===== src/design/mc_cfg_pkg.sv =====
// Machine sizes and timing constants of the memory-side harness.
// Imported by every RTL module and by the testbench for sizes and latencies.
`default_nettype none

package mc_cfg_pkg;

  // vcache DMA ports and their split over the test DRAM channels
  localparam int NUM_VCACHES         = 4;
  localparam int VCACHES_PER_CHANNEL = 2;
  localparam int NUM_CHANNELS        = 2;

  // index of a vcache inside its channel, doubles as the bank bit
  localparam int SRC_WIDTH = 1;

  localparam int ADDR_WIDTH = 12;
  localparam int DATA_WIDTH = 32;

  // modelled tag programming and the memory reset release after it
  localparam int TAG_PROGRAM_CYCLES = 16;
  localparam int TAG_CNT_WIDTH      = $clog2(TAG_PROGRAM_CYCLES);
  localparam int RESET_DEPTH        = 3;

  // accept cycle to response pulse
  localparam int MEM_READ_LATENCY = 4;

  typedef logic [ADDR_WIDTH-1:0] cache_addr_t;
  typedef logic [DATA_WIDTH-1:0] dma_data_t;

endpackage

`default_nettype wire


===== src/design/mc_dram_pkg.sv =====
// Test DRAM address layout, operation codes and the tag sequencer states.
// A cache byte address is {bank, row, column, byte offset}; the channel
// word address puts the row first, then the bank bit, bank and column.
`default_nettype none

package mc_dram_pkg;

  localparam int RO_WIDTH          = 4;
  localparam int BA_WIDTH          = 2;
  localparam int CO_WIDTH          = 4;
  localparam int BYTE_OFFSET_WIDTH = 2;

  // field positions inside the cache byte address
  localparam int CO_LSB = BYTE_OFFSET_WIDTH;
  localparam int RO_LSB = CO_LSB + CO_WIDTH;
  localparam int BA_LSB = RO_LSB + RO_WIDTH;

  // row, bank bit, bank, column
  localparam int CH_ADDR_WIDTH = RO_WIDTH + 1 + BA_WIDTH + CO_WIDTH;
  localparam int DRAM_WORDS    = 2 ** CH_ADDR_WIDTH;

  typedef logic [CH_ADDR_WIDTH-1:0] dram_ch_addr_t;

  typedef enum logic {
    DRAM_READ  = 1'b0,
    DRAM_WRITE = 1'b1
  } dram_op_e;

  typedef enum logic [1:0] {
    TAG_IDLE    = 2'd0,
    TAG_PROGRAM = 2'd1,
    TAG_DONE    = 2'd2
  } tag_state_e;

endpackage

`default_nettype wire


===== src/design/mc_reset_sequencer.sv =====
// Models the tag programming phase after reset. tag_done_o rises a fixed
// number of cycles after reset release and stays high; the memory reset
// follows it through a short register chain.
`timescale 1ns/1ns
`default_nettype none

module mc_reset_sequencer
  import mc_cfg_pkg::*;
  import mc_dram_pkg::*;
(
  input  wire  clk_i,
  input  wire  rst_n_i,
  output logic tag_done_o,
  output logic mem_reset_o
);

  tag_state_e               state_q;
  tag_state_e               state_d;
  logic [TAG_CNT_WIDTH-1:0] cnt_q;
  logic [RESET_DEPTH-1:0]   rst_chain_q;

  always_comb begin
    state_d = state_q;
    case (state_q)
      TAG_IDLE: state_d = TAG_PROGRAM;
      TAG_PROGRAM: begin
        if (cnt_q == TAG_CNT_WIDTH'(TAG_PROGRAM_CYCLES - 1)) begin
          state_d = TAG_DONE;
        end
      end
      default: state_d = TAG_DONE;
    endcase
  end

  // counter runs from the first edge after reset, idle included
  always_ff @(posedge clk_i or negedge rst_n_i) begin
    if (!rst_n_i) begin
      state_q <= TAG_IDLE;
      cnt_q   <= '0;
    end else begin
      state_q <= state_d;
      if (state_q != TAG_DONE) begin
        cnt_q <= cnt_q + 1'b1;
      end
    end
  end

  assign tag_done_o = (state_q == TAG_DONE);

  always_ff @(posedge clk_i or negedge rst_n_i) begin
    if (!rst_n_i) begin
      rst_chain_q <= '1;
    end else begin
      rst_chain_q <= {rst_chain_q[RESET_DEPTH-2:0], ~tag_done_o};
    end
  end

  assign mem_reset_o = rst_chain_q[RESET_DEPTH-1];

endmodule

`default_nettype wire


===== config.mk =====
export PLATFORM = sky130hd
export DESIGN_NAME = mc_reset_sequencer
export DESIGN_NICKNAME = d
export VERILOG_FILES = /design/src/design/mc_cfg_pkg.sv /design/src/design/mc_dram_pkg.sv /design/src/design/mc_reset_sequencer.sv
export SDC_FILE = /design/constraint.sdc
export NUM_CORES = 1
export LEC_CHECK = 0
export BUFFER_PORTS_ARGS = -buffer_cell sky130_fd_sc_hd__buf_2
export CORE_AREA = 2 2 39 41
export DETAILED_ROUTE_END_ITERATION = 10
export DIE_AREA = 0 0 41 43
export PLACE_DENSITY_LB_ADDON = 0.15
export RECOVER_POWER = 100
export SLEW_MARGIN = 15
export SYNTH_ARGS = -nofsm -noshare
export SYNTH_HDL_FRONTEND = slang
export SYNTH_SLANG_ARGS = --single-unit

===== constraint.sdc =====
create_clock -name clk_i -period 2.06 [get_ports clk_i]
set_input_delay 0.206 -clock clk_i [delete_from_list [all_inputs] [get_ports clk_i]]
set_output_delay 0.206 -clock clk_i [all_outputs]
set_load 0.005 [all_outputs]

==> metrics.md <==
| Metric | Value |
|---|---|
| Status | `complete, no violations` |
| Cell chain of the critical path | `nand2b_1, inv_1, buf_2` |
| Final instance area | `382 um2` |
| # setup viols final | `0` |
| Fin util | `27.6%` |
| Worst setup path end | `tag_done_o` |
| I/O Buffers | `3` |
| Slowest cell delay on critical path | `0.37 ns` |
| Max-slew violation count | `0` |
| Crit path max fanout | `6` |
| Hold WS | `0.356 ns` |
| R2r endpoint | `cnt_q[1]` |
| Avg WL per Cell | `10.8 um` |
| Core ar. | `1380 um2` |
| Final period utilization | `61.6%` |
| Leak Pwr | `0.179 nW` |
| # IOs | `4` |
| Placed Area | `358 um2` |
| Clk sink count | `9` |
| R2R setup slack | `0.95 ns` |
| Peak supply drop | `0.222 mV` |
| Yosys warns | `0` |
| Post-Syn Nets | `24` |
| Min Tclk post-route | `1.27 ns` |
| DR pass1 iterations | `1` |
| Vias in the first global route | `178` |
| Final hold violations | `0` |
| Relative slew slack | `67.4%` |
| Kind of critical path | `register to output port` |
| CTS root buf | `clkbuf_4` |
| Site Rows | `14` |
| Layout cells sized above 1 | `28.6%` |
| Setup crit end kind | `output port` |
| Worst-Margin Slew | `0.488 ns` |
| Post-CTS setup buffers | `0` |
| Max cap viols | `0` |
| Total track usage | `7.30%` |
| Mapped cell area | `334 um2` |
| Placer's final routability congestion estimate | `0.699` |
| Antenna-violating nets left | `0` |
| H-tree Lvls | `1` |
| Worst setup startpoint | `state_q[0]` |
| Yosys cell types | `12` |
| Flops & latches, synth | `9` |
| Cell count of the worst reg-to-reg path | `2` |
| Area Overhead vs Synth | `14.2%` |
| Clk Latency, worst-skew pair | `0.26 ns` |
| Register area share after synthesis | `68.5%` |
| CP arrival | `1.06 ns` |
| Post-Syn Instances | `21` |
| Initial antenna violation count | `0` |
| CTS buffer count | `3` |
| Final wirelength | `475 um` |
| # fillers | `156` |
| Diodes inserted | `0` |
| Worst r2r src | `cnt_q[0]` |
| RSZ-0062 raised after global routing | `no` |
| HPWL after detailed placement | `327 um` |
| Via count | `167` |
| HP Class | `register to register` |
| First-pass GRT wire length | `745 um` |
| CTS max path bufs | `2` |
| Post-route setup TNS | `0 ns` |
| Drt first-iter violations | `0` |
| Clock input transition at the sequential cells of the worst setup and hold paths | `0.06 ns` |
| Pin count of the biggest net entering global routing | `10` |
| Initial core utilization | `24.1%` |
| CP Launch Type | `register` |
| Crit-path slowest cell | `dfrtp_1` |
| Vias/cell | `3.80` |
| Power Dens Cells | `830 nW/um2` |
| FMAX | `788 MHz` |
| Die Width | `41 um` |
| Drt drc | `0` |
| Multi-input logic area | `75.1 um2` |
| CTS tree | `built` |
| Chip height | `43 um` |
| Final Skew | `0.00575 ns` |
| Worst EP required | `1.85 ns` |
| Register Area | `229 um2` |
| Mean Syn Cell Area | `15.9 um2` |
| Total global routing overflow | `0` |
| Nets | `32` |
| Die area | `1760 um2` |
-- timing repair --
item / 4_1_cts / 5_1_grt
gates resized for setup: 0 / 0
hold buffers: 1 / 0
hold endpoints to repair: 6 / 0
-- cells in the final DEF, fill, tap and decap left out, drive strengths merged --
master and instances:
nand2 1, mux2 1, buf 2, clkbuf 5, nand2b 1, inv 2
xnor2 2, nand4 1, ha 1, xor2 1, dfstp 3, dlygate4sd3 1
a41oi 1, dfrtp 6
-- per-stage QoR --
step / setup slack (ns) / power (mW) / cells
floorplan: 1.03 / 0.180 / 21
global placement: 1.01 / 0.184 / 39
detailed placement: 0.987 / 0.184 / 39
CTS: 0.880 / 0.324 / 44
global route: 0.730 / 0.332 / 44
finish: 0.791 / 0.317 / 44
-- routing by layer --
metal | GRT usage, % | vias up | share of wire, %
met5 | 0 | - | 0
met4 | 10.0 | 0 | 0
met3 | 3.14 | 0 | 7.4
met2 | 8.13 | 4 | 45
met1 | 8.31 | 83 | 48
li1 | - | 80 | -
-- Yosys cell counts --
| library cell | n | share of area, % |
|---|---|---|
| nand2_1 | 1 | 1.1 |
| dfstp_2 | 3 | 24 |
| xor2_1 | 1 | 2.6 |
| nand2b_4 | 1 | 4.1 |
| xnor2_1 | 2 | 5.2 |
| inv_1 | 2 | 2.2 |
| a41oi_1 | 1 | 2.6 |
| buf_6 | 1 | 3.4 |
| mux2_4 | 1 | 4.5 |
| nand4_1 | 1 | 1.9 |
| dfrtp_1 | 6 | 45 |
| ha_1 | 1 | 3.7 |
-- layout make-up --
cell class                      count  share of cell area, %
Clock buffer                        4                   6.89
Inverter                            2                   1.97
Multi-Input combinational cell      9                   19.7
Sequential cell                     9                   60.0
Tap cell                           16                   5.25
Timing Repair Buffer                4                   6.23
-- kinds of logic after synthesis --
group           share of synthesized area, %
buf+inv                                 5.62
xor+xnor                                7.87
fa+ha+maj                               3.74
flops                                   68.5
simple gates                            7.12
mux                                     4.49
compound gates                          2.62
-- registers in the layout (all words and copies together), names as in the netlist --
name,count
rst_chain_q,3
cnt_q,4
state_q,2
-- power breakdown --
part           internal (mW)  total (mW)  switching [mW]
sequential             0.177       0.177               0
clock                 0.0745       0.135          0.0601
combinational        0.00165     0.00521         0.00356
total                  0.253       0.317          0.0636
-- how the worst min path moves through the flow --
stage	start	end	cells after the start
2_1_floorplan	rst_n_i	cnt_q[0]	0
3_3_place_gp	rst_n_i	cnt_q[1]	1
3_5_place_dp	rst_n_i	cnt_q[0]	1
4_1_cts	rst_n_i	cnt_q[0]	2
5_1_grt	rst_chain_q[0]	rst_chain_q[1]	0
6_report	rst_chain_q[0]	rst_chain_q[1]	0
-- worst max-delay path, delay by kind of cell, from the launching register on --
family	cells	cell delay (ns)
flip-flops	1	0.37
AND/OR/NAND/NOR	1	0.25
buffers and inverters	2	0.19
(Power assumes the default switching activity.)
