### src/design/mc_cfg_pkg.sv
// Machine sizes and timing constants of the memory-side harness.
// Imported by every RTL module and by the testbench for sizes and latencies.
`default_nettype none

package mc_cfg_pkg;

  // vcache DMA ports and their split over the test DRAM channels
  localparam int NUM_VCACHES         = 4;
  localparam int VCACHES_PER_CHANNEL = 2;
  localparam int NUM_CHANNELS        = 2;

  // index of a vcache inside its channel, doubles as the bank bit
  localparam int SRC_WIDTH = 1;

  localparam int ADDR_WIDTH = 12;
  localparam int DATA_WIDTH = 32;

  // modelled tag programming and the memory reset release after it
  localparam int TAG_PROGRAM_CYCLES = 16;
  localparam int TAG_CNT_WIDTH      = $clog2(TAG_PROGRAM_CYCLES);
  localparam int RESET_DEPTH        = 3;

  // accept cycle to response pulse
  localparam int MEM_READ_LATENCY = 4;

  typedef logic [ADDR_WIDTH-1:0] cache_addr_t;
  typedef logic [DATA_WIDTH-1:0] dma_data_t;

endpackage

`default_nettype wire

### src/design/mc_dma_channel_map.sv
// Maps the vcache DMA ports onto the test DRAM channels. Each channel
// grants one of its vcaches per cycle by round robin; yumi is combinational
// from the grant. Read returns are steered back by source index.
`timescale 1ns/1ns
`default_nettype none

module mc_dma_channel_map
  import mc_cfg_pkg::*;
(
  input  wire                                       clk_i,
  input  wire                                       rst_n_i,
  input  wire                                       mem_reset_i,

  input  wire  [NUM_VCACHES-1:0]                    req_v_i,
  input  wire  [NUM_VCACHES-1:0]                    req_op_i,
  input  cache_addr_t [NUM_VCACHES-1:0]             req_addr_i,
  input  dma_data_t   [NUM_VCACHES-1:0]             req_data_i,
  output logic [NUM_VCACHES-1:0]                    req_yumi_o,
  output logic [NUM_VCACHES-1:0]                    resp_v_o,
  output dma_data_t   [NUM_VCACHES-1:0]             resp_data_o,

  output logic [NUM_CHANNELS-1:0]                   ch_v_o,
  output logic [NUM_CHANNELS-1:0]                   ch_op_o,
  output cache_addr_t [NUM_CHANNELS-1:0]            ch_addr_o,
  output dma_data_t   [NUM_CHANNELS-1:0]            ch_data_o,
  output logic [NUM_CHANNELS-1:0][SRC_WIDTH-1:0]    ch_src_o,

  input  wire  [NUM_CHANNELS-1:0]                   ret_v_i,
  input  wire  [NUM_CHANNELS-1:0][SRC_WIDTH-1:0]    ret_src_i,
  input  dma_data_t   [NUM_CHANNELS-1:0]            ret_data_i
);

  for (genvar c = 0; c < NUM_CHANNELS; c++) begin : g_ch
    logic [SRC_WIDTH-1:0] rr_q;
    logic [SRC_WIDTH-1:0] pick;
    logic                 found;
    logic                 accept;

    // first requester at or after the pointer
    always_comb begin : arb
      logic [SRC_WIDTH-1:0] idx;
      found = 1'b0;
      pick  = rr_q;
      for (int i = 0; i < VCACHES_PER_CHANNEL; i++) begin
        idx = rr_q + SRC_WIDTH'(i);
        if (!found && req_v_i[c*VCACHES_PER_CHANNEL + int'(idx)]) begin
          found = 1'b1;
          pick  = idx;
        end
      end
    end

    // nothing is taken while the memory side is held in reset
    assign accept = found & ~mem_reset_i;

    always_ff @(posedge clk_i or negedge rst_n_i) begin
      if (!rst_n_i) begin
        rr_q <= '0;
      end else if (accept) begin
        rr_q <= pick + 1'b1;
      end
    end

    for (genvar i = 0; i < VCACHES_PER_CHANNEL; i++) begin : g_yumi
      assign req_yumi_o[c*VCACHES_PER_CHANNEL + i] = accept && (pick == SRC_WIDTH'(i));
    end

    assign ch_v_o[c]    = accept;
    assign ch_op_o[c]   = req_op_i[c*VCACHES_PER_CHANNEL + int'(pick)];
    assign ch_addr_o[c] = req_addr_i[c*VCACHES_PER_CHANNEL + int'(pick)];
    assign ch_data_o[c] = req_data_i[c*VCACHES_PER_CHANNEL + int'(pick)];
    assign ch_src_o[c]  = pick;
  end

  // return path
  for (genvar k = 0; k < NUM_VCACHES; k++) begin : g_resp
    localparam int CH = k / VCACHES_PER_CHANNEL;
    assign resp_v_o[k] = ret_v_i[CH] &&
                         (ret_src_i[CH] == SRC_WIDTH'(k % VCACHES_PER_CHANNEL));
    assign resp_data_o[k] = ret_data_i[CH];
  end

endmodule

`default_nettype wire

### config.mk
export PLATFORM = sky130hd
export DESIGN_NAME = mc_dma_channel_map
export DESIGN_NICKNAME = d
export VERILOG_FILES = /design/src/design/mc_cfg_pkg.sv /design/src/design/mc_dma_channel_map.sv
export SDC_FILE = /design/constraint.sdc
export NUM_CORES = 1
export LEC_CHECK = 0
export ABC_CLOCK_PERIOD_IN_PS = 2300
export BUFFER_PORTS_ARGS = -buffer_cell sky130_fd_sc_hd__buf_2
export CAP_MARGIN = 25
export CORE_AREA = 10 10 178 180
export DETAILED_ROUTE_END_ITERATION = 8
export DIE_AREA = 0 0 188 190
export GPL_ROUTABILITY_DRIVEN = 0
export SETUP_SLACK_MARGIN = 0.3
export SYNTH_ARGS = -nofsm -noshare
export SYNTH_HDL_FRONTEND = slang
export SYNTH_SLANG_ARGS = --single-unit
### constraint.sdc
create_clock -name clk_i -period 2.3 [get_ports clk_i]
set_input_delay 0 -clock clk_i [delete_from_list [all_inputs] [get_ports clk_i]]
set_output_delay 0 -clock clk_i [all_outputs]
set_load 0.005 [all_outputs]
==> run metrics, run 1 <==
Critical Path AT=1.71 ns; RR Startpoint=g_ch[1].rr_q$_DFFE_PN0P_; status=finished clean; die width=188 um; Largest Register=g_ch.rr_q; routed len/inst=17.42 um; Mapped Avg Cell Area=8.855 um^2; Largest register FFs=2; Initial Util=0.08153; initial antenna violation count=3; final setup fails=0; cells after synthesis=260; row count=between 60 and 70; port bufs=approximately 290; CTS tree=done; worst-case reg-to-reg path depth=1; Setup WS pre-CTS=0.8168 ns; vias per cell=a little under 3; CTS sink cnt=2; Lkg Pwr=0.001660 uW; die area=about 36000 um^2; HP Class=primary input to output port; CTS H-tree lvls=1; Register-to-Register Setup Slack=1.56 ns; Final ANT Viol Nets=0; # Post-CTS Setup Buffers=0; Pre-antenna DRT Iters=4; unrepaired setup endpoints after global routing=no; TritonCTS Buffers=3; CP Max Fanout=46; clk root buf=clkbuf_16; first-pass GRT wire length=18730 um; io pins=485; Tot GR Track Use=0.06986; commonest non-fill, non-tap cell in the layout=buf_2; iteration-0 DRC count of the detailed router=48; ant diodes=0; Pins Over Slew Limit=0; Die H=190 um; Placeable Area=~28000 um^2; largest family of logic cells by synthesized area=buffers and inverters; largest net degree at the start of global routing=47; final worst-path cycle share=0.7450; Nets=675; R2R Path End=g_ch[1].rr_q$_DFFE_PN0P_; fill count=3295; post-synthesis sequential area ratio=0.02174; post-layout min period=1.714 ns; worst slew pin tran=0.2835 ns; via count=2371; Yosys reg bits=2; worst skew pair latency=roughly 0.22 ns; Crit. End Element=output port; Synthesized Nets=515; layout cells sized above 1=0.9163; Post-route DRC=0; PwrDens=356.3 nW/um^2; yosys synthesis warning count=0; cts hold-fix bufs=1; P&R area growth vs syn=42.83%; Netlist cell types=14; slew margin rel.=0.8110; Hold Crit Endpoint=resp_data_o[59]; Final Skew=0 ns; Top Registers=g_ch.rr_q: 2 flops; CTS Buffer Depth=2; Critical Path RT=about 2.3 ns; post-synthesis simple-gate area fraction=0.03804; most frequent cells in the layout=buf_2 (292), mux2_2 (84), nor2_1 (6), mux2_1 (6); Clock transition at path regs=0.03 ns; post-synthesis cell area=2302 um^2; vias in the first global route=~2600; VDD IR-drop max=227.0 uV; final wirelength=13970 um; Setup CP Type=flop to output port; Max Cap Viol=0; hold_sp=ret_data_i[27]; Startpoint Class=flop; Resize count post-CTS=0; Hold Path Depth=0; multiplexer area fraction after synthesis=0.4402; final worst setup slack=between 0.5 and 0.6 ns; Compound-Gate Fraction of Synth Area=0.02717; final hold violations=0; maximum clock rate=roughly 600 MHz; Post-DP HPWL=13160 um; Adder-Cell Fraction of Synth Area=0; total grt overflow=0; Fin Setup TNS=0 ns; Post-Synth XOR/XNOR Area=0
==> synthesized netlist by cell type <==
library cell,instances,area share
buf_4,132,0.43
o21ai_4,2,0.014
nor2b_1,2,0.0054
o21ai_0,2,0.0043
and2_1,2,0.0054
inv_1,2,0.0033
nand2_1,4,0.0065
nor2_1,6,0.0098
mux2_1,6,0.029
mux2_2,84,0.41
dfrtp_1,2,0.022
buf_6,8,0.039
nand2b_1,4,0.011
a21oi_1,4,0.0087
==> power by group <==
group          leakage [uW]  internal, uW  total (uW)  switching, uW
logic               0.00160           505         857            352
registers         0.0000242          42.4        52.6           10.2
clock network     0.0000370           221         262           40.7
total               0.00166           768        1170            403
==> logic make-up after synthesis <==
group,Yosys count
buffers and inverters,142
AND/OR/NAND/NOR,18
flip-flops,2
multiplexers,90
AO/OA/AOI/OAI,8
==> how the worst max path moves through the flow <==
stage | from | to | slack, ns | cells past startpoint
after floorplan | g_ch[1].rr_q$_DFFE_PN0P_ | ch_addr_o[23] | 1.04 | 4
final | g_ch[0].rr_q$_DFFE_PN0P_ | ch_addr_o[4] | 0.59 | 5
after global placement | g_ch[0].rr_q$_DFFE_PN0P_ | ch_addr_o[4] | 0.84 | 5
after CTS | g_ch[0].rr_q$_DFFE_PN0P_ | ch_addr_o[4] | 0.56 | 5
after global routing | g_ch[0].rr_q$_DFFE_PN0P_ | ch_addr_o[10] | 0.50 | 5
after detailed placement | g_ch[0].rr_q$_DFFE_PN0P_ | ch_addr_o[4] | 0.82 | 5
==> critical path, stage by stage, from the launching register on <==
cell     delay, ns
dfrtp_1       0.41
nor2_1        0.09
o21ai_4       0.15
buf_12        0.24
mux2_2        0.40
buf_2         0.14
==> through the flow <==
step                hold slack (ns)  power, uW  instance area (um^2)  utilization  cells
floorplan                   -0.2956      685.8                  2302            -    260
global placement            -0.1764      918.9                  3203       0.1134    798
detailed placement          -0.1834      934.8                  3203       0.1134    798
CTS                      0.00005067       1209                  3288       0.1164    802
global route             0.00001204       1270                  3288       0.1164    802
finish                  0.000002922       1171                  3288       0.1164    802
==> layout make-up <==
class	instances	area [um^2]	share of cell area
multi-input cells	116	1164	0.3539
well taps	384	480.5	0.1461
inverters	2	7.507	0.002283
clock buffers	3	75.07	0.02283
flip-flops and latches	2	50.05	0.01522
repair buffers	295	1511	0.4597
==> per-layer routing <==
metal,track usage,part of all wire,vias to the layer above
li1,-,-,1056
met1,0.05626,0.30,983
met2,0.1251,0.49,277
met3,0.04998,0.17,49
met4,0.03415,0.042,6
met5,0,0.0029,-
Note: power is estimated with default switching activity, not from simulation.
==> run 2, diff against run 1 <==
Settings changed: ABC_CLOCK_PERIOD_IN_PS 2300 to 1600, CORE_AREA 10 10 178 180 to 10 10 180 182, DIE_AREA 0 0 188 190 to 0 0 190 192.
Clock period 2.3 ns to 1.6 ns, I/O delays scaled along.
==> run metrics, run 2 (synthesis gave the netlist of run 1 again) <==
Pre-antenna DRT Iters=4; via count=roughly 2600; final hold violations=0; post-layout min period=1.644 ns; final core occ=0.1578; maximum clock rate=roughly 610 MHz; layout cells sized above 1=0.9364; final setup fails=41; Final ANT Viol Nets=0; crit-path cells=nor2_2, o21ai_4, buf_12, clkbuf_16, mux2_4, buf_6; largest net degree at the start of global routing=13; Setup CP Type=flop to output port; CTS sink cnt=2; Clock transition at path regs=0.03 ns; initial antenna violation count=1; Startpoint Class=flop; die width=190 um; slowest CP cell=dfrtp_1; logic gate share of total power=0.835; CTS Buffer Depth=2; Final Skew=0 ns; total grt overflow=0; Max Cap Viol=0; vias in the first global route=2864; Crit. End Element=output port; Tot GR Track Use=0.07172; Largest Register=g_ch.rr_q; CTS tree=done; CP Max Fanout=6; CP bufs+invs=3; final wirelength=16430 um; sw frac=0.3232; clock power share=0.138; P&R area growth vs syn=96.25%; final worst-path cycle share=1.028; Critical Path AT=1.64 ns; Critical Path RT=1.60 ns; HP Class=primary input to output port; Placeable Area=28630 um^2; Lkg Pwr=0.002362 uW; slew margin rel.=0.8694; placed cell area=3203 um^2; unrepaired setup endpoints after global routing=yes; internal power=1869 uW; vias per cell=~3.1; clk root buf=clkbuf_16; CTS H-tree lvls=1; Sw Pwr=892.4 uW; routed len/inst=19.92 um; footprint of the multi-input gates=1458 um^2; Finished Cell Area=4518 um^2; iteration-0 DRC count of the detailed router=51; io pins=485; worst slew pin tran=roughly 0.19 ns; Setup WS pre-CTS=between 0.1 and 0.15 ns; Nets=697; sequential group share of total power=0.028; status=complete, but fails checks; Pins Over Slew Limit=0; Reg area=between 50 and 60 um^2; VDD IR-drop max=295.3 uV; failing checks=setup timing; final worst setup slack=-0.04446 ns; Die H=192 um; PwrDens=between 600 and 700 nW/um^2; Post-route DRC=0; commonest non-fill, non-tap cell in the layout=buf_2; row count=between 60 and 70; Top Registers=g_ch.rr_q: 2 flops; Initial Util=0.08043; most frequent cells in the layout=buf_2 (216), buf_6 (79), mux2_4 (75); worst skew pair latency=~0.22 ns; first-pass GRT wire length=19570 um; fill count=3170; Largest register FFs=2; TritonCTS Buffers=3; Largest stage delay, worst path=around 0.37 ns; crit-path leading delay family=buffers and inverters; Post-DP HPWL=~12000 um; die area=36480 um^2; port bufs=292
==> run 2: area by class of cell <==
class	count	area share
Multi-Input combinational cell	116	0.3226
Sequential cell	2	0.01135
Antenna cell	1	0.0005539
Inverter	2	0.001662
Tap cell	384	0.1063
Timing Repair Buffer	317	0.5408
Clock buffer	3	0.01662
==> run 2: timing repair <==
item                                   in CTS  in global routing
hold buffers                                1                  0
cloned                                      8                  5
setup endpoints to repair                  92                 92
buffers inserted                            8                  1
endpoints found under the hold margin       2                  0
pin swaps                                   1                  2
resized for setup                          49                126
==> run 2: metal layers <==
metal  global-route usage  part of all wire
met1              0.05973              0.31
met2               0.1402              0.52
met3              0.03119              0.12
met4              0.03663             0.047
met5                    0                 0
==> run 2: final timing paths <==
path,startpoint,to,slack (ns),cells past startpoint
worst min-delay path,ret_data_i[31],resp_data_o[63],0.000003,0
worst max register to register,g_ch[1].rr_q$_DFFE_PN0P_,g_ch[1].rr_q$_DFFE_PN0P_,0.71,2
min in group asynchronous,rst_n_i,g_ch[0].rr_q$_DFFE_PN0P_,0.13,2
worst min register to register,g_ch[0].rr_q$_DFFE_PN0P_,g_ch[0].rr_q$_DFFE_PN0P_,0.65,2
worst max-delay path,g_ch[0].rr_q$_DFFE_PN0P_,ch_data_o[19],-0.04,6
max in group asynchronous,rst_n_i,g_ch[1].rr_q$_DFFE_PN0P_,1.34,2
==> run 2: per-stage QoR <==
step	setup TNS [ns]	total power, uW	hold slack, ns	cells
global placement	0	1311	-0.1762	798
global route	-4.995	2938	0.00001389	825
floorplan	0	985.9	-0.2956	260
finish	-0.7812	2761	0.000002653	825
CTS	-2.149	2215	0.00005067	818
detailed placement	0	1336	-0.1792	798
==> run 2: power groups by stage <==
stage	Sequential (uW)	Combinational (uW)	Clock (uW)
after CTS	71.4	1750	398
after floorplan	72.4	913	0
after global routing	78.2	2450	405
after global placement	73.8	1240	0
after detailed placement	75.2	1260	0
final	76.8	2300	380
