## config.mk

```make
export PLATFORM = sky130hd
export DESIGN_NAME = mc_cache_to_test_dram
export DESIGN_NICKNAME = d
export VERILOG_FILES = /design/src/design/mc_cfg_pkg.sv /design/src/design/mc_dram_pkg.sv /design/src/design/mc_cache_to_test_dram.sv
export SDC_FILE = /design/constraint.sdc
export NUM_CORES = 1
export LEC_CHECK = 0
export BUFFER_PORTS_ARGS = -buffer_cell sky130_fd_sc_hd__buf_2
export CORE_ASPECT_RATIO = 1.1
export CORE_UTILIZATION = 47
export DETAILED_ROUTE_END_ITERATION = 12
export PLACE_DENSITY_LB_ADDON = 0.1
export SKIP_LAST_GASP = 1
export SYNTH_ARGS = -nofsm -noshare
export SYNTH_HDL_FRONTEND = slang
export SYNTH_SLANG_ARGS = --single-unit
```

## constraint.sdc

```tcl
create_clock -name clk_i -period 1 [get_ports clk_i]
set_input_delay 0.2 -clock clk_i [delete_from_list [all_inputs] [get_ports clk_i]]
set_output_delay 0.2 -clock clk_i [all_outputs]
set_load 0.1 [all_outputs]
```

## src/design/mc_cfg_pkg.sv

```systemverilog
// Machine sizes and timing constants of the memory-side harness.
// Imported by every RTL module and by the testbench for sizes and latencies.
`default_nettype none

package mc_cfg_pkg;

  // vcache DMA ports and their split over the test DRAM channels
  localparam int NUM_VCACHES         = 4;
  localparam int VCACHES_PER_CHANNEL = 2;
  localparam int NUM_CHANNELS        = 2;

  // index of a vcache inside its channel, doubles as the bank bit
  localparam int SRC_WIDTH = 1;

  localparam int ADDR_WIDTH = 12;
  localparam int DATA_WIDTH = 32;

  // modelled tag programming and the memory reset release after it
  localparam int TAG_PROGRAM_CYCLES = 16;
  localparam int TAG_CNT_WIDTH      = $clog2(TAG_PROGRAM_CYCLES);
  localparam int RESET_DEPTH        = 3;

  // accept cycle to response pulse
  localparam int MEM_READ_LATENCY = 4;

  typedef logic [ADDR_WIDTH-1:0] cache_addr_t;
  typedef logic [DATA_WIDTH-1:0] dma_data_t;

endpackage

`default_nettype wire

```

## src/design/mc_dram_pkg.sv

```systemverilog
// Test DRAM address layout, operation codes and the tag sequencer states.
// A cache byte address is {bank, row, column, byte offset}; the channel
// word address puts the row first, then the bank bit, bank and column.
`default_nettype none

package mc_dram_pkg;

  localparam int RO_WIDTH          = 4;
  localparam int BA_WIDTH          = 2;
  localparam int CO_WIDTH          = 4;
  localparam int BYTE_OFFSET_WIDTH = 2;

  // field positions inside the cache byte address
  localparam int CO_LSB = BYTE_OFFSET_WIDTH;
  localparam int RO_LSB = CO_LSB + CO_WIDTH;
  localparam int BA_LSB = RO_LSB + RO_WIDTH;

  // row, bank bit, bank, column
  localparam int CH_ADDR_WIDTH = RO_WIDTH + 1 + BA_WIDTH + CO_WIDTH;
  localparam int DRAM_WORDS    = 2 ** CH_ADDR_WIDTH;

  typedef logic [CH_ADDR_WIDTH-1:0] dram_ch_addr_t;

  typedef enum logic {
    DRAM_READ  = 1'b0,
    DRAM_WRITE = 1'b1
  } dram_op_e;

  typedef enum logic [1:0] {
    TAG_IDLE    = 2'd0,
    TAG_PROGRAM = 2'd1,
    TAG_DONE    = 2'd2
  } tag_state_e;

endpackage

`default_nettype wire

```

## src/design/mc_cache_to_test_dram.sv

```systemverilog
// Converts one channel's granted cache DMA request into a test DRAM access.
// The request is registered, the byte address is remapped to the channel
// word address, and reads are tracked so the return lands a fixed
// MEM_READ_LATENCY cycles after the accept.
`timescale 1ns/1ns
`default_nettype none

module mc_cache_to_test_dram
  import mc_cfg_pkg::*;
  import mc_dram_pkg::*;
(
  input  wire                  clk_i,
  input  wire                  rst_n_i,
  input  wire                  mem_reset_i,

  input  wire                  ch_v_i,
  input  wire                  ch_op_i,
  input  cache_addr_t          ch_addr_i,
  input  dma_data_t            ch_data_i,
  input  wire  [SRC_WIDTH-1:0] ch_src_i,

  output logic                 mem_v_o,
  output logic                 mem_write_o,
  output dram_ch_addr_t        mem_addr_o,
  output dma_data_t            mem_wdata_o,
  input  dma_data_t            mem_rdata_i,

  output logic                 ret_v_o,
  output logic [SRC_WIDTH-1:0] ret_src_o,
  output dma_data_t            ret_data_o
);

  logic                                     req_v_q;
  dram_op_e                                 op_q;
  cache_addr_t                              addr_q;
  dma_data_t                                data_q;
  logic [SRC_WIDTH-1:0]                     src_q;
  logic                                     rd_accept;
  logic [MEM_READ_LATENCY-1:0]              rd_v_q;
  logic [MEM_READ_LATENCY-1:0][SRC_WIDTH-1:0] rd_src_q;
  // dram data shows up two cycles after accept
  dma_data_t [MEM_READ_LATENCY-3:0]         rd_data_q;

  always_ff @(posedge clk_i or negedge rst_n_i) begin
    if (!rst_n_i) begin
      req_v_q <= 1'b0;
      rd_v_q  <= '0;
    end else if (mem_reset_i) begin
      req_v_q <= 1'b0;
      rd_v_q  <= '0;
    end else begin
      req_v_q <= ch_v_i;
      rd_v_q  <= {rd_v_q[MEM_READ_LATENCY-2:0], rd_accept};
    end
  end

  assign rd_accept = ch_v_i && (ch_op_i == DRAM_READ);

  always_ff @(posedge clk_i) begin
    if (ch_v_i) begin
      op_q   <= dram_op_e'(ch_op_i);
      addr_q <= ch_addr_i;
      data_q <= ch_data_i;
      src_q  <= ch_src_i;
    end
    rd_src_q     <= {rd_src_q[MEM_READ_LATENCY-2:0], ch_src_i};
    rd_data_q[0] <= mem_rdata_i;
    for (int i = 1; i < MEM_READ_LATENCY - 2; i++) begin
      rd_data_q[i] <= rd_data_q[i-1];
    end
  end

  assign mem_v_o     = req_v_q;
  assign mem_write_o = (op_q == DRAM_WRITE);
  assign mem_wdata_o = data_q;

  // bank bit goes between row and bank, byte offset is dropped
  assign mem_addr_o = {addr_q[RO_LSB +: RO_WIDTH],
                       src_q,
                       addr_q[BA_LSB +: BA_WIDTH],
                       addr_q[CO_LSB +: CO_WIDTH]};

  assign ret_v_o    = rd_v_q[MEM_READ_LATENCY-1];
  assign ret_src_o  = rd_src_q[MEM_READ_LATENCY-1];
  assign ret_data_o = rd_data_q[MEM_READ_LATENCY-3];

endmodule

`default_nettype wire

```

==> results of run 1 <==
[logic make-up after synthesis]
family / synth area share, %
and+or+nand+nor: 1.21
buffers and inverters: 8.01
DFF: 90.8
[synthesized netlist by cell type]
| cell type | count | area share (%) |
|---|---|---|
| dfrtp_1 | 5 | 4.0 |
| nor3b_2 | 1 | 0.40 |
| nor2b_1 | 4 | 0.81 |
| buf_4 | 33 | 8.0 |
| dfxtp_1 | 68 | 44 |
| edfxtp_1 | 44 | 43 |
[through the flow]
stage | TNS [ns] | cell area, um2 | utilization [%] | setup WS (ns)
floorplan | -4.47 | 3100 | - | -0.104
global placement | 0 | 4970 | 79.2 | 0.167
detailed placement | 0 | 4970 | 79.2 | 0.159
==> flow_summary_export.csv, run 1 <==
group,metric,value,unit
yosys,yosys_warnings,0,
yosys,synth_seq_cells,117,
clock_tree,cts.sinks,117,
yosys,ys_seq_area_share,90.8,%
clock_tree,ctsRootBufferMaster,"clkbuf_8",
run_status,failed_stage,"clock tree synthesis (4_1_cts)",
placement,port_buffers,158,
yosys,avgSynthCellArea,20.0,um2
placement,dp_hpwl,4.59,mm
clock_tree,h-tree-depth,4,
yosys,synthCells,155,
clock_tree,hold_buffers,78,
floorplan,die_y,87.1,um
run_status,tool.error,"[ERROR DPL-0038] Utilization greater than 100%, impossible to legalize",
yosys,synth_nets,237,
clock_tree,cts_resized,32,
placement,post-place-cells,362,
clock_tree,cts_buffers,17,
run_status,status,"aborted with a tool error",
yosys,synth_area,0.00309,mm2
floorplan,start_util,49.3,%
clock_tree,cts_setup_buffers,0,
placement,place.gp.congestion,0.678,
floorplan,chipWidth,79.3,um
floorplan,io_pins,161,
yosys,yosysUniqueCellTypes,6,
clock_tree,cts.path.max_buffers,2,
floorplan,rows,30,
==> run 2: changes to the inputs <==
CORE_ASPECT_RATIO = default   (was 1.1)
CORE_UTILIZATION = 40   (was 47)
PLACE_DENSITY_LB_ADDON = 0.15   (was 0.1)
==> run 2 against run 1 <==
Against the previous run:
- the flow now finishes, with violations (setup timing)
- synthesized cell count unchanged
- area after synthesis unchanged
==> flow_summary_export.csv, run 2 <==
group,metric,value,unit
run_status,status,"finished with violations",
run_status,violations,"setup timing",
timing,tightestPinTransition,0.276,ns
floorplan,die_y,89.9,um
cells_and_area,fillCellCount,329,
critical_path,reg2regPathDepth,1,
yosys,yosys.area_share.simple,1.21,%
yosys,synth_fa_ha_area_share,0,%
critical_path,cp.depth,1,
yosys,synth_seq_cells,117,
floorplan,die_area,0.00809,mm2
critical_path,crit_buf_inv,1,
placement,port_buffers,158,
timing,timing.fmax,0.760,GHz
critical_path,cp_cell_sequence,"buf_12",
hold_path,hold_class,"input port to asynchronous set/reset pin",
global_route,grt_pass1_wl,11.4,mm
yosys,synthFlopType,"dfxtp_1",
cells_and_area,drive_gt1_share,57.7,%
clock_tree,cts_tree,"done",
critical_path,worstSetupEndpointType,"output port",
clock_tree,clock_latency,0.49,ns
detailed_routing,drc,0,
timing,period_needed,1.32,ns
clock_tree,ctsRootBufferMaster,"clkbuf_8",
global_route,gr-total-overflow,0,
yosys,synth_edf_count,44,
yosys,synthCells,155,
power,fin_total_pwr,0.0139,W
detailed_routing,final_antenna_net_count,0,
floorplan,chipWidth,89.9,um
cells_and_area,fin_nets,461,
floorplan,rows,31,
placement,post-place-cells,381,
detailed_routing,routed_wl,7.42,mm
critical_path,r2r_slack,0.39,ns
critical_path,cp_top_family,"flip-flops",
critical_path,cp_slowest_cell,"edfxtp_1",
cells_and_area,final_common_cell,"buf_12",
clock_tree,clk_pin_slew_worst_paths,0.06,ns
yosys,synth_area,0.00309,mm2
cells_and_area,area_delta_synth_final,106,%
detailed_routing,drt-met1-wl,2.56,mm
yosys,synthMuxAreaShare,0,%
yosys,avgSynthCellArea,20.0,um2
critical_path,cp-start-kind,"register",
timing,fin_ws,-0.316,ns
clock_tree,cts.path.max_buffers,2,
yosys,yosysTopAreaCell,"dfxtp_1",
cells_and_area,fin_area,0.00636,mm2
detailed_routing,wl_met3,553,um
global_route,grt_usage,19.4,%
global_route,grt_pass1_vias,2221,
detailed_routing,top_layer,"met4",
power,leakage,2.75,nW
critical_path,cp_slowest_stage_delay,0.42,ns
yosys,synth_nets,237,
yosys,synth_top_family_by_area,"buffers and inverters",
timing,drv_slew,0,
clock_tree,cts_buffers,17,
global_route,grt_antenna_before_repair,1,
detailed_routing,wl_per_cell,15.1,um
floorplan,core,0.00737,mm2
cells_and_area,stdcell_count,492,
clock_tree,cts.sinks,117,
detailed_routing,vias,1954,
timing,period_share,132,%
yosys,synthArstFlopShare,4.27,%
detailed_routing,first_iter_violations,43,
yosys,yosys_warnings,0,
detailed_routing,vias_per_cell,3.97,
yosys,synth_top_area_share,44.0,%
yosys,synth-xor-area-share,0,%
floorplan,io_pins,161,
critical_path,critical_path_class,"register to output port",
yosys,synth_common_cells,"68 x dfxtp_1, 44 x edfxtp_1, 33 x buf_4, 5 x dfrtp_1, 4 x nor2b_1",
critical_path,worstPathMaxFanout,1,
yosys,synth_area_leaders,"dfxtp_1 44%, edfxtp_1 43%, buf_4 8.0%",
timing,maxSlewHeadroom,81.6,%
detailed_routing,met2_length,4.16,mm
floorplan,start_util,42.0,%
clock_tree,cts_setup_buffers,0,
placement,post_dp_cell_area,0.00499,mm2
timing,finalSetupViolCount,79,
yosys,yosysUniqueCellTypes,6,
detailed_routing,first_pass_iters,4,
timing,hold_violations,0,
yosys,synth_compound_area_share,0,%
power,power-per-cell-area,2190,mW/mm2
cells_and_area,fin_util,86.4,%
clock_tree,h-tree-depth,4,
global_route,grt_start_max_net_pins,30,
run,drv_cap,0,
yosys,ys_seq_area_share,90.8,%
critical_path,crit_arrival,1.12,ns
power,vdd_ir_drop_max,1.72,mV
timing,rsz0062_at_grt,"yes",
timing,skew,0.00645,ns
critical_path,crit_required,0.80,ns
yosys,synth.most_common_cell,"dfxtp_1",
placement,place.gp.congestion,0.691,
cells_and_area,final_cell_mix,"81 x buf_12, 79 x buf_2, 78 x dlygate4sd3_1",
==> run 2: worst paths after layout <==
path,from,endpoint
max,mem_wdata_o[24],mem_wdata_o[24]
min,rst_n_i,rd_v_q[0]
max reg2reg,rd_v_q[0],rd_v_q[1]
min reg2reg,rd_data_q[10],ret_data_o[10]
max in group asynchronous,rst_n_i,rd_v_q[3]
min in group clk_i,ch_v_i,addr_q[9]
==> run 2: layout make-up <==
class	instances	area (um2)	share of cell area [%]
well taps	99	124	1.95
repair buffers	238	2800	44.0
diodes	1	2.50	0.0393
multi-input cells	5	37.5	0.590
clock buffers	18	418	6.57
clock inverters	14	134	2.10
flip-flops and latches	117	2850	44.8
==> run 2: report_power, final <==
part / total [W] / internal, W / switching [W] / leakage [nW]
combinational: 0.00293 / 0.00112 / 0.00181 / 1.41
sequential: 0.00549 / 0.00529 / 0.000200 / 1.07
clock: 0.00553 / 0.00351 / 0.00202 / 0.273
==> run 2: through the flow <==
stage                     hold WS [ns]  TNS [ns]  setup WS [ns]
after floorplan                -0.0956     -4.47         -0.104
after global placement          0.0157         0          0.146
after detailed placement        0.0193         0          0.126
after CTS                       0.0385    -22.49         -0.351
after global routing            0.0636    -23.12         -0.355
final                           0.0590    -20.48         -0.316
==> run 2: kinds of logic (layout without fill, tap and decap cells) <==
group,after synthesis,in the layout
buffers and inverters,33,270
flip-flops,117,117
other,0,1
AND/OR/NAND/NOR,5,5
==> run 2: layer usage <==
metal | vias up | GRT usage (%)
met5 | - | 0
met4 | 0 | 9.95
met3 | 13 | 7.19
met2 | 98 | 36.5
met1 | 896 | 18.2
li1 | 947 | -
==> run 2: what timing repair did <==
action                                  in CTS  in global routing
gates cloned                                 0                  0
endpoints found under the hold margin       87                  0
hold buffers                                78                  0
gates resized for setup                     32                  0
pin swaps                                    0                  0
endpoints found under the setup margin      79                 79
No activity file was read; power rests on OpenSTA's default activity.
==> run 3: changes to the inputs <==
ABC_CLOCK_PERIOD_IN_PS = 1000   (was default)
CORE_MARGIN = 2   (was default)
RECOVER_POWER = 50   (was default)
==> run 3 against run 2 <==
Against the previous run:
- the flow still finishes with violations (setup timing)
- critical path depth is the same
- register-to-register slack gained 0.03 ns
- clock skew is essentially flat
==> flow_summary_export.csv, run 3 (synthesized netlist as in run 2, its figures left out) <==
group,metric,value,unit
detailed_routing,routed_wl,8.24,mm
timing,timing.fmax,0.752,GHz
detailed_routing,drc,0,
critical_path,cp_slowest_cell,"edfxtp_1",
detailed_routing,vias_per_cell,4.07,
power,vdd_ir_drop_max,1.84,mV
timing,rsz0062_at_grt,"yes",
placement,dp_hpwl,4.74,mm
timing,period_share,133,%
hold_path,hold_class,"input port to asynchronous set/reset pin",
floorplan,io_pins,161,
cells_and_area,final_common_cell,"buf_12",
cells_and_area,fin_nets,461,
cells_and_area,area_delta_synth_final,107,%
global_route,grt_usage,21.1,%
detailed_routing,vias,2011,
cells_and_area,fillCellCount,366,
cells_and_area,seq_area,0.00285,mm2
floorplan,die_area,0.00845,mm2
floorplan,core,0.00761,mm2
detailed_routing,wl_per_cell,16.7,um
detailed_routing,first_pass_iters,4,
power,fin_total_pwr,0.0146,W
timing,maxSlewHeadroom,60.2,%
global_route,grt_start_max_net_pins,25,
critical_path,critical_path_class,"register to output port",
clock_tree,cts.path.max_buffers,2,
critical_path,crit_required,0.80,ns
timing,fin_setup_tns,-21.14,ns
timing,tightestPinTransition,0.597,ns
global_route,grt_antenna_before_repair,0,
cells_and_area,diodes,0,
detailed_routing,first_iter_violations,57,
timing,finalSetupViolCount,79,
critical_path,worstPathMaxFanout,1,
floorplan,die_y,91.9,um
timing,hold_violations,0,
critical_path,crit_buf_inv,1,
critical_path,cp_slowest_stage_delay,0.43,ns
detailed_routing,final_antenna_net_count,0,
clock_tree,cts_buffers,17,
cells_and_area,multi_input_area,37.5,um2
floorplan,start_util,40.7,%
power,power-per-cell-area,2280,mW/mm2
timing,period_needed,1.33,ns
clock_tree,cts_tree,"done",
clock_tree,cts.sinks,117,
critical_path,cp-start-kind,"register",
run_status,violations,"setup timing",
placement,port_buffers,158,
timing,fin_ws,-0.330,ns
cells_and_area,final_cell_mix,"79 x buf_12, 78 x dlygate4sd3_1, 77 x buf_2",
global_route,gr-total-overflow,0,
critical_path,worstSetupEndpointType,"output port",
cells_and_area,fin_util,84.1,%
timing,drv_slew,0,
timing,holdWs,0.0958,ns
global_route,grt_pass1_wl,12.6,mm
cells_and_area,drive_gt1_share,57.4,%
floorplan,chipWidth,91.9,um
run_status,status,"finished with violations",
critical_path,r2r_start,"rd_v_q[2]",
global_route,grt_pass1_vias,2313,
power,leakage,2.77,nW
run,drv_cap,0,
clock_tree,ctsRootBufferMaster,"clkbuf_8",
critical_path,crit_arrival,1.13,ns
clock_tree,clock_latency,0.50,ns
critical_path,cp_cell_sequence,"buf_12",
critical_path,cp_top_family,"flip-flops",
floorplan,rows,32,
timing,skew,0.00597,ns
clock_tree,h-tree-depth,4,
clock_tree,clk_pin_slew_worst_paths,0.06,ns
placement,place.gp.congestion,0.721,
critical_path,crit_path_start,"mem_wdata_o[20]",
## run 3: cell count changes in the layout (fill, tap and decap cells not counted), sizes merged
cell      delta
clkbuf       +7
clkinv       -2
clkinvlp     -1
diode        -1
inv          -1
buf          -4
bufinv       +1
## run 3: path summary, 6_finish.rpt
| path | slack [ns] | depth (start not counted) | endpoint |
|---|---|---|---|
| max in group asynchronous | 0.67 | 2 | rd_v_q[3] |
| worst max register to register | 0.42 | 1 | rd_v_q[3] |
| worst max-delay path | -0.33 | 1 | mem_wdata_o[20] |
| min in group clk_i | 0.32 | 0 | ret_data_o[25] |
| worst min register to register | 0.32 | 0 | ret_data_o[25] |
| worst min-delay path | 0.1 | 2 | rd_v_q[2] |
## run 3: timing repair
item	CTS	global route
buffers inserted	0	0
gates resized for setup	32	0
endpoints found under the hold margin	87	0
gates cloned	0	0
endpoints found under the setup margin	79	79
hold buffers	78	0
## run 3: power breakdown
part / switching [W] / total [W] / internal [W]
sequential: 0.000204 / 0.00549 / 0.00529
combinational: 0.00182 / 0.00292 / 0.00111
clock: 0.00209 / 0.00617 / 0.00408
total: 0.00411 / 0.0146 / 0.0105
## run 3: metrics by stage
step	instances	worst slack [ns]	area (um2)
3_5_place_dp	384	0.156	4990
6_report	494	-0.330	6400
3_3_place_gp	384	0.162	4990
5_1_grt	494	-0.389	6400
4_1_cts	494	-0.354	6430
2_1_floorplan	155	-0.104	3100
## run 3: per-layer routing
metal | vias to the layer above | global-route usage [%] | routed length, um | share of wire [%]
met5 | - | 0 | 0 | 0
met4 | 0 | 8.71 | 100 | 1.2
met3 | 8 | 9.53 | 724 | 8.8
met2 | 119 | 38.1 | 4590 | 56
met1 | 942 | 20.8 | 2820 | 34
li1 | 942 | - | - | -
## run 3: final cells by class
| class | instances | share of cell area, % |
|---|---|---|
| Clock buffer | 21 | 7.35 |
| Tap cell | 102 | 1.99 |
| Multi-Input combinational cell | 5 | 0.587 |
| Clock inverter | 11 | 2.27 |
| Sequential cell | 117 | 44.6 |
| Timing Repair Buffer | 238 | 43.2 |
==> run 4: changes to the inputs <==
SKIP_CTS_REPAIR_TIMING = 1   (was default)
==> run 4 against run 3 <==
Against the previous run:
- the flow still finishes with violations (setup timing)
- die area unchanged
- combinational power hardly changed
- total power barely moved
- final cell count is the same
- routed wire length down 2.5%
- critical path type unchanged
- critical endpoint is now mem_wdata_o[5]
- highest routed layer unchanged
==> flow_summary_export.csv, run 4 (synthesized netlist as in run 2, its figures left out) <==
group,metric,value,unit
floorplan,die_area,0.00845,mm2
floorplan,die_y,91.9,um
cells_and_area,drive_gt1_share,57.4,%
critical_path,worstPathMaxFanout,1,
timing,drv_slew,0,
hold_path,hold_class,"input port to asynchronous set/reset pin",
global_route,grt_pass1_vias,1902,
clock_tree,cts_tree,"done",
detailed_routing,first_iter_violations,64,
detailed_routing,wl_per_cell,16.3,um
critical_path,reg2regPathDepth,1,
critical_path,worstSetupEndpointType,"output port",
critical_path,crit_arrival,1.12,ns
timing,tightestPinTransition,0.610,ns
timing,holdWs,0.120,ns
clock_tree,h-tree-depth,4,
placement,port_buffers,158,
timing,hold_violations,0,
clock_tree,cts.sinks,117,
critical_path,cp.depth,1,
timing,fin_ws,-0.321,ns
power,vdd_ir_drop_max,1.91,mV
global_route,grt_antenna_before_repair,0,
floorplan,io_pins,161,
global_route,grt_usage,16.9,%
cells_and_area,fillCellCount,364,
critical_path,cp_slowest_stage_delay,0.43,ns
timing,period_share,132,%
floorplan,rows,32,
cells_and_area,area_delta_synth_final,107,%
detailed_routing,vias,2024,
global_route,gr-total-overflow,0,
placement,post-place-cells,384,
cells_and_area,stdcell_count,494,
placement,dp_hpwl,4.74,mm
detailed_routing,first_pass_iters,4,
cells_and_area,seq_area,0.00285,mm2
floorplan,core,0.00761,mm2
detailed_routing,routed_wl,8.03,mm
run,drv_cap,0,
placement,place_ws,0.156,ns
floorplan,start_util,40.7,%
global_route,grt_start_max_net_pins,25,
critical_path,cp_top_family,"flip-flops",
critical_path,crit_buf_inv,1,
timing,period_needed,1.32,ns
timing,finalSetupViolCount,79,
placement,place.gp.congestion,0.721,
floorplan,chipWidth,91.9,um
critical_path,cp-start-kind,"register",
critical_path,cp_cell_sequence,"buf_12",
clock_tree,clock_latency,0.49,ns
clock_tree,clk_pin_slew_worst_paths,0.06,ns
critical_path,crit_required,0.80,ns
run_status,status,"finished with violations",
clock_tree,cts_buffers,17,
critical_path,critical_path_class,"register to output port",
cells_and_area,final_cell_mix,"79 x buf_12, 78 x dlygate4sd3_1, 77 x buf_2",
clock_tree,ctsRootBufferMaster,"clkbuf_8",
global_route,grt_pass1_wl,10.2,mm
timing,maxSlewHeadroom,59.3,%
detailed_routing,vias_per_cell,4.10,
detailed_routing,final_antenna_net_count,0,
timing,skew,0.00378,ns
critical_path,r2r_start,"rd_v_q[1]",
power,power-per-cell-area,2280,mW/mm2
run_status,violations,"setup timing",
power,leakage,2.77,nW
cells_and_area,multi_input_area,37.5,um2
detailed_routing,drc,0,
cells_and_area,final_common_cell,"buf_12",
clock_tree,cts.path.max_buffers,2,
timing,rsz0062_at_grt,"yes",
critical_path,cp_slowest_cell,"edfxtp_1",
cells_and_area,diodes,0,
critical_path,crit_path_start,"mem_wdata_o[5]",
cells_and_area,fin_nets,461,
timing,timing.fmax,0.757,GHz
## run 4: cell counts in the layout (fill, tap and decap cells not counted)
No cell type changed its count.
## run 4: cell type report
type / count / area share (%)
repair buffers: 238 / 43.2
multi-input cells: 5 / 0.587
flip-flops and latches: 117 / 44.6
clock inverters: 11 / 2.27
clock buffers: 21 / 7.35
well taps: 102 / 1.99
## run 4: final timing paths
| check | to | slack [ns] |
|---|---|---|
| hold reg to reg | ret_data_o[25] | 0.32 |
| min in group clk_i | ret_data_o[25] | 0.32 |
| setup / recovery | mem_wdata_o[5] | -0.32 |
| max in group asynchronous | rd_v_q[3] | 0.65 |
| hold / removal | rd_v_q[1] | 0.12 |
| setup reg to reg | rd_v_q[2] | 0.42 |
## run 4: power breakdown
part,total (W),internal (W),switching [W]
Sequential,0.00549,0.00529,0.000200
Combinational,0.00292,0.00111,0.00182
Clock,0.00617,0.00408,0.00209
## run 4: layer usage
metal  share of wire, %  global-route usage [%]
met4               0.80                    7.09
met3                9.5                    11.1
met1                 35                    17.0
met2                 54                    27.4
met5                  0                       0
## run 4: through the flow
| stage | power, W | TNS, ns | instance area, um2 | util [%] |
|---|---|---|---|---|
| finish | 0.0146 | -20.73 | 6400 | 84.1 |
| global route | 0.0150 | -24.56 | 6400 | 84.1 |
| CTS | 0.0144 | -23.98 | 5610 | 73.7 |
| detailed placement | 0.00825 | 0 | 4990 | 65.6 |
| global placement | 0.00821 | 0 | 4990 | 65.6 |
| floorplan | 0.00711 | -4.47 | 3100 | - |
